`src/source/busPkg.sv`:
```
// bus-level types and memory map defaults shared by the bridge, decoder and top level
`default_nettype none

package busPkg;

    // byte address, high byte and low byte of the processor bus side by side
    typedef logic [15:0] busAddr_t;

    // one data byte on the bus
    typedef logic [7:0] busData_t;

    // host bridge FSM states
    typedef enum logic [1:0] {
        IDLE,
        ACCESS,
        RESPOND,
        RELEASE
    } bridgeState_t;

    // first address of the digit registers
    localparam busAddr_t DEFAULT_DISPLAY_BASE = 16'h0100;

    // 8 bits of RAM address, so 256 bytes starting at 0x0000
    localparam int DEFAULT_RAM_ADDR_BITS = 8;

endpackage

`default_nettype wire

```
`src/source/displayPkg.sv`:
```
// display-side types: digit count, glyph codes, segment patterns and digit selects
`default_nettype none

package displayPkg;

    // digits on the board, each driven statically from its own port
    localparam int NUM_DIGITS = 8;

    // code written by the host into a digit register
    // 0..15 hex digits, 16..19 the letters H w o r
    typedef logic [7:0] glyphCode_t;

    // segment enables, one bit per segment
    //   bit 0 = a
    //   bit 1 = b
    //   bit 2 = c
    //   bit 3 = d
    //   bit 4 = e
    //   bit 5 = f
    //   bit 6 = g
    //   bit 7 unused, always zero from the encoder
    typedef logic [7:0] segPattern_t;

    // selects one of the NUM_DIGITS registers
    typedef logic [2:0] digitIndex_t;

endpackage

`default_nettype wire

```
`src/source/busDecoder.sv`:
```
// address decoder for the internal bus, selects RAM or display and muxes read data back
`default_nettype none
`timescale 1ns/1ps

module busDecoder #(
    parameter busPkg::busAddr_t DISPLAY_BASE  = busPkg::DEFAULT_DISPLAY_BASE,
    parameter int               RAM_ADDR_BITS = busPkg::DEFAULT_RAM_ADDR_BITS
) (
    input  wire logic                  clk,
    input  wire logic                  nrst,
    input  wire logic                  busStrobe,
    input  wire busPkg::busAddr_t      busAddr,
    output logic                       ramSel,
    output logic                       dispSel,
    output displayPkg::digitIndex_t    dispIndex,
    input  wire busPkg::busData_t      ramRdata,
    input  wire busPkg::busData_t      dispRdata,
    output busPkg::busData_t           busRdata
);

    localparam int RAM_SIZE   = 1 << RAM_ADDR_BITS;
    localparam int DISP_START = int'(DISPLAY_BASE);
    localparam int DISP_END   = DISP_START + displayPkg::NUM_DIGITS;

    // RAM sits at 0, so the display must start at or above its top
    if (DISP_START < RAM_SIZE) begin : gOverlap
        $error("display range overlaps scratch RAM range");
    end

    logic             ramHit;
    logic             dispHit;
    logic             ramSelQ;
    logic             dispSelQ;
    busPkg::busAddr_t dispOffset;

    assign ramHit  = int'(busAddr) < RAM_SIZE;
    assign dispHit = int'(busAddr) >= DISP_START && int'(busAddr) < DISP_END;

    assign ramSel  = busStrobe && ramHit;
    assign dispSel = busStrobe && dispHit;

    // low bits of the offset pick the digit
    assign dispOffset = busAddr - DISPLAY_BASE;
    assign dispIndex  = displayPkg::digitIndex_t'(dispOffset);

    // remember which target answers in the cycle after the strobe
    always_ff @(posedge clk, negedge nrst) begin
        if (!nrst) begin
            ramSelQ  <= 1'b0;
            dispSelQ <= 1'b0;
        end else begin
            ramSelQ  <= ramSel;
            dispSelQ <= dispSel;
        end
    end

    // unmapped reads fall through to zero
    assign busRdata = ramSelQ  ? ramRdata  :
                      dispSelQ ? dispRdata : '0;

endmodule

`default_nettype wire

```
`src/source/glyphEncoder.sv`:
```
// combinational table from a host glyph code to a seven-segment pattern
`default_nettype none
`timescale 1ns/1ps

module glyphEncoder (
    input  wire displayPkg::glyphCode_t code,
    output displayPkg::segPattern_t     pattern
);

    // segments a-f lit, the digit 0
    localparam displayPkg::segPattern_t ZERO = 8'h3F;

    always_comb begin
        case (code)
            8'd0:    pattern = ZERO;
            8'd1:    pattern = 8'h06;
            8'd2:    pattern = 8'h5B;
            8'd3:    pattern = 8'h4F;
            8'd4:    pattern = 8'h66;
            8'd5:    pattern = 8'h6D;
            8'd6:    pattern = 8'h7D;
            8'd7:    pattern = 8'h07;
            8'd8:    pattern = 8'h7F;
            8'd9:    pattern = 8'h6F;
            8'd10:   pattern = 8'h77;
            // lower case b and d so they differ from 8 and 0
            8'd11:   pattern = 8'h7C;
            8'd12:   pattern = 8'h39;
            8'd13:   pattern = 8'h5E;
            8'd14:   pattern = 8'h79;
            8'd15:   pattern = 8'h71;
            // letters
            8'd16:   pattern = 8'h76;
            8'd17:   pattern = 8'h3E;
            8'd18:   pattern = 8'h5C;
            8'd19:   pattern = 8'h50;
            // unknown codes show 0
            default: pattern = ZERO;
        endcase
    end

endmodule

`default_nettype wire

```
`src/source/hostBridge.sv`:
```
// four-phase req/ack slave that turns each host request into one single-cycle bus access
`default_nettype none
`timescale 1ns/1ps

module hostBridge (
    input  wire logic             clk,
    input  wire logic             nrst,
    input  wire logic             req,
    input  wire logic             we,
    input  wire busPkg::busAddr_t addr,
    input  wire busPkg::busData_t wdata,
    output logic                  ack,
    output busPkg::busData_t      rdata,
    output logic                  busStrobe,
    output logic                  busWrite,
    output busPkg::busAddr_t      busAddr,
    output busPkg::busData_t      busWdata,
    input  wire busPkg::busData_t busRdata
);

    busPkg::bridgeState_t state;

    // strobe lasts exactly the one cycle spent in ACCESS
    assign busStrobe = (state == busPkg::ACCESS);

    always_ff @(posedge clk, negedge nrst) begin
        if (!nrst) begin
            state <= busPkg::IDLE;
            ack   <= 1'b0;
        end else begin
            case (state)
                busPkg::IDLE: begin
                    if (req) begin
                        state <= busPkg::ACCESS;
                    end
                end
                busPkg::ACCESS: begin
                    state <= busPkg::RESPOND;
                end
                busPkg::RESPOND: begin
                    // target data arrives now; ack stays up while req is held
                    if (!ack) begin
                        ack <= 1'b1;
                    end else if (!req) begin
                        state <= busPkg::RELEASE;
                    end
                end
                busPkg::RELEASE: begin
                    ack   <= 1'b0;
                    state <= busPkg::IDLE;
                end
                default: begin
                    state <= busPkg::IDLE;
                end
            endcase
        end
    end

    // request fields are stable while req is high, latch them on the way to ACCESS
    always_ff @(posedge clk) begin
        if (state == busPkg::IDLE && req) begin
            busAddr  <= addr;
            busWrite <= we;
            busWdata <= wdata;
        end
        // capture once, in the same edge that raises ack
        if (state == busPkg::RESPOND && !ack) begin
            rdata <= busRdata;
        end
    end

endmodule

`default_nettype wire

```
`src/source/scratchRam.sv`:
```
// byte-wide scratch RAM on the internal bus, synchronous write and registered read
`default_nettype none
`timescale 1ns/1ps

module scratchRam #(
    parameter int RAM_ADDR_BITS = busPkg::DEFAULT_RAM_ADDR_BITS
) (
    input  wire logic                     clk,
    input  wire logic                     sel,
    input  wire logic                     write,
    input  wire logic [RAM_ADDR_BITS-1:0] addr,
    input  wire busPkg::busData_t         wdata,
    output busPkg::busData_t              rdata
);

    localparam int DEPTH = 1 << RAM_ADDR_BITS;

    busPkg::busData_t mem [DEPTH];

    // contents are undefined after power-up
    always_ff @(posedge clk) begin
        if (sel && write) begin
            mem[addr] <= wdata;
        end
    end

    // read data shows up the cycle after the strobe
    always_ff @(posedge clk) begin
        if (sel && !write) begin
            rdata <= mem[addr];
        end
    end

endmodule

`default_nettype wire

```
`src/source/segmentDisplay.sv`:
```
// eight digit registers holding segment patterns, loaded through the glyph encoder
`default_nettype none
`timescale 1ns/1ps

module segmentDisplay (
    input  wire logic                    clk,
    input  wire logic                    nrst,
    input  wire logic                    sel,
    input  wire logic                    write,
    input  wire displayPkg::digitIndex_t index,
    input  wire busPkg::busData_t        wdata,
    output busPkg::busData_t             rdata,
    output displayPkg::segPattern_t      ss0,
    output displayPkg::segPattern_t      ss1,
    output displayPkg::segPattern_t      ss2,
    output displayPkg::segPattern_t      ss3,
    output displayPkg::segPattern_t      ss4,
    output displayPkg::segPattern_t      ss5,
    output displayPkg::segPattern_t      ss6,
    output displayPkg::segPattern_t      ss7
);

    displayPkg::segPattern_t encoded;
    displayPkg::segPattern_t segs [displayPkg::NUM_DIGITS];

    glyphEncoder encoder_i (
        .code    (wdata),
        .pattern (encoded)
    );

    // only the addressed digit changes, all others hold
    always_ff @(posedge clk, negedge nrst) begin
        if (!nrst) begin
            for (int i = 0; i < displayPkg::NUM_DIGITS; i++) begin
                segs[i] <= '0;
            end
        end else if (sel && write) begin
            segs[index] <= encoded;
        end
    end

    // readback returns the stored pattern, not the code
    always_ff @(posedge clk) begin
        if (sel && !write) begin
            rdata <= segs[index];
        end
    end

    // digits are driven statically, no scanning
    assign ss0 = segs[0];
    assign ss1 = segs[1];
    assign ss2 = segs[2];
    assign ss3 = segs[3];
    assign ss4 = segs[4];
    assign ss5 = segs[5];
    assign ss6 = segs[6];
    assign ss7 = segs[7];

endmodule

`default_nettype wire

```
`src/source/sevenSegSystem.sv`:
```
// top level of the display subsystem: host bridge, decoder, scratch RAM and digit block
`default_nettype none
`timescale 1ns/1ps

module sevenSegSystem #(
    parameter busPkg::busAddr_t DISPLAY_BASE  = busPkg::DEFAULT_DISPLAY_BASE,
    parameter int               RAM_ADDR_BITS = busPkg::DEFAULT_RAM_ADDR_BITS
) (
    input  wire logic               clk,
    input  wire logic               nrst,
    input  wire logic               req,
    input  wire logic               we,
    input  wire busPkg::busAddr_t   addr,
    input  wire busPkg::busData_t   wdata,
    output logic                    ack,
    output busPkg::busData_t        rdata,
    output displayPkg::segPattern_t ss0,
    output displayPkg::segPattern_t ss1,
    output displayPkg::segPattern_t ss2,
    output displayPkg::segPattern_t ss3,
    output displayPkg::segPattern_t ss4,
    output displayPkg::segPattern_t ss5,
    output displayPkg::segPattern_t ss6,
    output displayPkg::segPattern_t ss7
);

    logic                    busStrobe;
    logic                    busWrite;
    busPkg::busAddr_t        busAddr;
    busPkg::busData_t        busWdata;
    busPkg::busData_t        busRdata;
    logic                    ramSel;
    logic                    dispSel;
    displayPkg::digitIndex_t dispIndex;
    busPkg::busData_t        ramRdata;
    busPkg::busData_t        dispRdata;

    hostBridge bridge_i (
        .clk       (clk),
        .nrst      (nrst),
        .req       (req),
        .we        (we),
        .addr      (addr),
        .wdata     (wdata),
        .ack       (ack),
        .rdata     (rdata),
        .busStrobe (busStrobe),
        .busWrite  (busWrite),
        .busAddr   (busAddr),
        .busWdata  (busWdata),
        .busRdata  (busRdata)
    );

    busDecoder #(
        .DISPLAY_BASE  (DISPLAY_BASE),
        .RAM_ADDR_BITS (RAM_ADDR_BITS)
    ) decoder_i (
        .clk       (clk),
        .nrst      (nrst),
        .busStrobe (busStrobe),
        .busAddr   (busAddr),
        .ramSel    (ramSel),
        .dispSel   (dispSel),
        .dispIndex (dispIndex),
        .ramRdata  (ramRdata),
        .dispRdata (dispRdata),
        .busRdata  (busRdata)
    );

    // RAM sees only the low address bits, the decoder already checked the rest
    scratchRam #(
        .RAM_ADDR_BITS (RAM_ADDR_BITS)
    ) ram_i (
        .clk   (clk),
        .sel   (ramSel),
        .write (busWrite),
        .addr  (busAddr[RAM_ADDR_BITS-1:0]),
        .wdata (busWdata),
        .rdata (ramRdata)
    );

    segmentDisplay display_i (
        .clk   (clk),
        .nrst  (nrst),
        .sel   (dispSel),
        .write (busWrite),
        .index (dispIndex),
        .wdata (busWdata),
        .rdata (dispRdata),
        .ss0   (ss0),
        .ss1   (ss1),
        .ss2   (ss2),
        .ss3   (ss3),
        .ss4   (ss4),
        .ss5   (ss5),
        .ss6   (ss6),
        .ss7   (ss7)
    );

endmodule

`default_nettype wire

```
`config.mk`:
```
export PLATFORM = sky130hd
export DESIGN_NAME = sevenSegSystem
export DESIGN_NICKNAME = d
export VERILOG_FILES = /design/src/source/busPkg.sv /design/src/source/displayPkg.sv /design/src/source/busDecoder.sv /design/src/source/glyphEncoder.sv /design/src/source/hostBridge.sv /design/src/source/scratchRam.sv /design/src/source/segmentDisplay.sv /design/src/source/sevenSegSystem.sv
export SDC_FILE = /design/constraint.sdc
export NUM_CORES = 2
export LEC_CHECK = 0
export CAP_MARGIN = 5
export CORE_MARGIN = 10
export CORE_UTILIZATION = 40
export DETAILED_ROUTE_END_ITERATION = 10
export DONT_BUFFER_PORTS = 1
export PLACE_DENSITY = 0.59
export SYNTH_ARGS = -nofsm -noshare
export SYNTH_HDL_FRONTEND = slang
export SYNTH_HIERARCHICAL = 1
export SYNTH_SLANG_ARGS = --single-unit
export TNS_END_PERCENT = 5
```
`constraint.sdc`:
```
create_clock -name clk -period 8.9 [get_ports clk]
set_clock_uncertainty 0.2 [all_clocks]
set_input_delay 0 -clock clk [delete_from_list [all_inputs] [get_ports clk]]
set_output_delay 0 -clock clk [all_outputs]
set_load 0.005 [all_outputs]
```
==> metrics.txt <==
FF-to-FF setup slack=4060 ps; Period Utilization, post-route=between 50% and 60%; Cell Pwr Density=about 250 nW/um^2; Critical R2R Launch=bridge_i/state[1]$_DFFE_PN0P_; final hold violations=0; Min-Delay Path Class=input port to register; number of nets in the layout=4,005; Synth-to-Final Area Change=12.9%; Worst-Skew Late Latency=860 ps; CTS Buffer Depth=3; HP Start=req; Synth warnings=6; fin. max-slew vios=0; vias in the first global route=40.7k; mapped cell area=83,500 um^2; Syn Area/Cell=~22 um^2; H-tree levels=4; sequential cell area fraction in the yosys report=77.5%; Top FF cell, synth=edfxtp_1; Die Wd=roughly 480 um; Die H=between 400 and 500 um; initial DRC count=4,366; via/cell ratio=5.74; largest net degree at the start of global routing=201; Total GRT Usage=~18%; vias post-DR=about 40k; unrepaired setup endpoints after global routing=no; total CTS buffers=208; Initial DRT Pass Iterations=6; port bufs=0; Worst Hold End=bridge_i/state[1]$_DFFE_PN0P_; Data arrival, critical path=around 5000 ps; clk sinks=2,166; antenna violations before repair=2; drt drc=0; Root Driver=clkbuf_16; Worst slew margin=8.33%; wirelength, routed=around 210,000 um; max-cap viol count=0; status=finished clean; Post-CTS Setup Bufs=0; Post-synth EDFFs=2,097; Detail Placement HPWL=117,000 um; CTS tree=done; Initial Utilization=between 40% and 50%; Non-Filler Instances=around 6.9k; count of cell types in the netlist=63; floorplan row count=approximately 170; RR Endpoint=ram_i/mem[205][4]$_DFFE_PP_; syn_nets=3,898; proportion of layout cells with a drive suffix above 1=roughly a quarter; crit path capture type=register; Final Util=a little under half; drt wl/cell=29.8 um; Post-synth ARST share=3.19%; final setup fails=0; fillers=~17k; first-pass GRT wire length=300,000 um; crit start category=register; fin crit period=4840 ps; Placed Instances=6,486; required time of the critical path=9160 ps; Die ar.=227,000 um^2; R2R cell count=9; CP Max Fanout=16; Setup Total Neg Slack=0 ps; Remaining Overflow, GRT=0; critical setup path kind=register to register; #FFs+latches synth=approximately 2.2k; Core Area=around 210,000 um^2; peak supply drop=~0.24 mV; worst hold path depth=4; GPL Wtd Cong=approximately 0.78; Least-Margin Pin Slew=1360 ps; Cells after Synth=3,858; I/O pins=101; Fmax=207 MHz; Leakage=28.9 nW; Worst-path clk slew=60 ps; final antenna-violating net count=0
[metal layers]
metal	share of wire, %	GRT usage [%]
met1	42	25.0
met2	48	28.2
met3	7.1	3.62
met4	2.6	4.92
met5	0.013	0
[worst max-delay path: stages, from the launching register on]
cell     delay [ps]
dfrtp_1         420
inv_1           110
ha_1            140
or4b_1          500
nor3_1          220
buf_4           200
nand2_1         100
nor3b_1         610
nand2_2         900
nor2_1         1040
[registers in the layout, indices dropped and copies added, names as in the netlist, 2 cells and up]
register	cells
bridge_i/busAddr	16
bridge_i/busWdata	8
bridge_i/rdata	8
bridge_i/state	2
display_i/rdata	8
display_i/ss0	8
display_i/ss1	8
display_i/ss2	8
display_i/ss3	8
display_i/ss4	8
display_i/ss5	8
display_i/ss6	8
display_i/ss7	8
ram_i/mem	2048
ram_i/rdata	8
[report_power, final]
| part | total, mW | internal [mW] | switching, mW |
|---|---|---|---|
| Combinational | 2.74 | 0.965 | 1.78 |
| Clock | 8.88 | 5.13 | 3.76 |
| Sequential | 11.7 | 11.6 | 0.0598 |
| Total | 23.3 | 17.7 | 5.60 |
[repair_timing]
action | in CTS | in global routing
gates resized for setup | 0 | 0
endpoints found under the hold margin | 121 | 0
hold buffers | 57 | 0
[area by class of cell]
class                           instances  area [um^2]  share of cell area [%]
Antenna cell                            2         5.00                 0.00531
Clock buffer                          254         5470                    5.80
Clock inverter                        132         1400                    1.49
Inverter                                6         22.5                  0.0239
Multi-Input combinational cell       1443        17800                    18.9
Sequential cell                      2166        64700                    68.6
Tap cell                             2788         3490                    3.70
Timing Repair Buffer                  140         1390                    1.47
[cells in the final DEF (no fill, tap or decap), types with 10 or more instances in the layout]
cell type / n
edfxtp_1: 2097
mux4_2: 525
nor2_1: 263
a22oi_1: 257
clkbuf_16: 211
a21oi_1: 132
dfrtp_1: 69
buf_4: 69
dlygate4sd3_1: 55
mux2_2: 52
clkinv_1: 43
clkbuf_1: 40
nand2_1: 34
clkinv_2: 34
bufinv_16: 26
o41ai_1: 22
mux2_4: 17
nand2_2: 16
clkinvlp_4: 13
buf_12: 13
ha_1: 12
o41ai_2: 10
[worst max path at each step]
| stage | start | to | slack, ps |
|---|---|---|---|
| 3_5_place_dp | bridge_i/state[1]$_DFFE_PN0P_ | ram_i/mem[237][1]$_DFFE_PP_ | 4060 |
| 4_1_cts | bridge_i/state[1]$_DFFE_PN0P_ | ram_i/mem[237][1]$_DFFE_PP_ | 4040 |
| 2_1_floorplan | bridge_i/busWdata[1]$_DFFE_PP_ | display_i/ss1[5]$_DFFE_PN0P_ | 3280 |
| 5_1_grt | bridge_i/state[1]$_DFFE_PN0P_ | ram_i/mem[205][4]$_DFFE_PP_ | 3760 |
| 6_report | bridge_i/state[1]$_DFFE_PN0P_ | ram_i/mem[205][4]$_DFFE_PP_ | 4060 |
| 3_3_place_gp | bridge_i/busAddr[0]$_DFFE_PP_ | ram_i/rdata[5]$_DFFE_PP_ | 3030 |
[Yosys cell counts (2+ instances only)]
cell	number	area share [%]
ha_1	12	0.18
mux2i_1	3	0.036
nor2b_1	11	0.082
or3_1	2	0.015
mux4_2	525	14
nand2_1	50	0.22
clkbuf_1	145	0.65
buf_2	45	0.27
nor2_2	5	0.037
a21oi_1	132	0.79
buf_6	14	0.19
nand3_1	5	0.030
nor3_1	3	0.018
o21ai_2	2	0.021
and2_1	4	0.030
nor3b_1	2	0.018
edfxtp_1	2097	75
dfrtp_1	69	2.1
nor2_1	264	1.2
mux2_2	52	0.70
o41ai_1	32	0.34
mux2_4	17	0.31
buf_1	21	0.094
mux2_1	2	0.027
a32oi_1	2	0.021
a211o_1	2	0.021
buf_4	18	0.16
nand4_1	8	0.060
inv_1	6	0.027
o221ai_1	2	0.021
o21ai_0	4	0.024
o211ai_1	2	0.018
a22o_1	7	0.073
nand2b_1	8	0.060
a22oi_1	257	2.3
[per-stage QoR]
step                      cell area, um^2  power, mW  hold WS [ps]  setup WS [ps]
after floorplan                     83500       13.7          -496           3280
after global placement              86700       14.6          -493           3030
after detailed placement            86800       14.6          -493           4060
after CTS                           94300       23.5          51.7           4040
after global routing                94300       24.1           109           3760
final                               94300       23.3           119           4060
[cell families (layout without fill, tap and decap cells)]
| group | Yosys count | after routing | synth area share [%] |
|---|---|---|---|
| other cells | 1 | 3 | 0.00449 |
| flops | 2166 | 2166 | 77.5 |
| xor+xnor | 1 | 1 | 0.0105 |
| fa+ha+maj | 12 | 12 | 0.180 |
| simple gates | 380 | 380 | 1.99 |
| mux | 599 | 599 | 15.2 |
| compound gates | 450 | 450 | 3.73 |
| buf+inv | 249 | 532 | 1.39 |
Note: power is estimated with default switching activity, not from simulation.
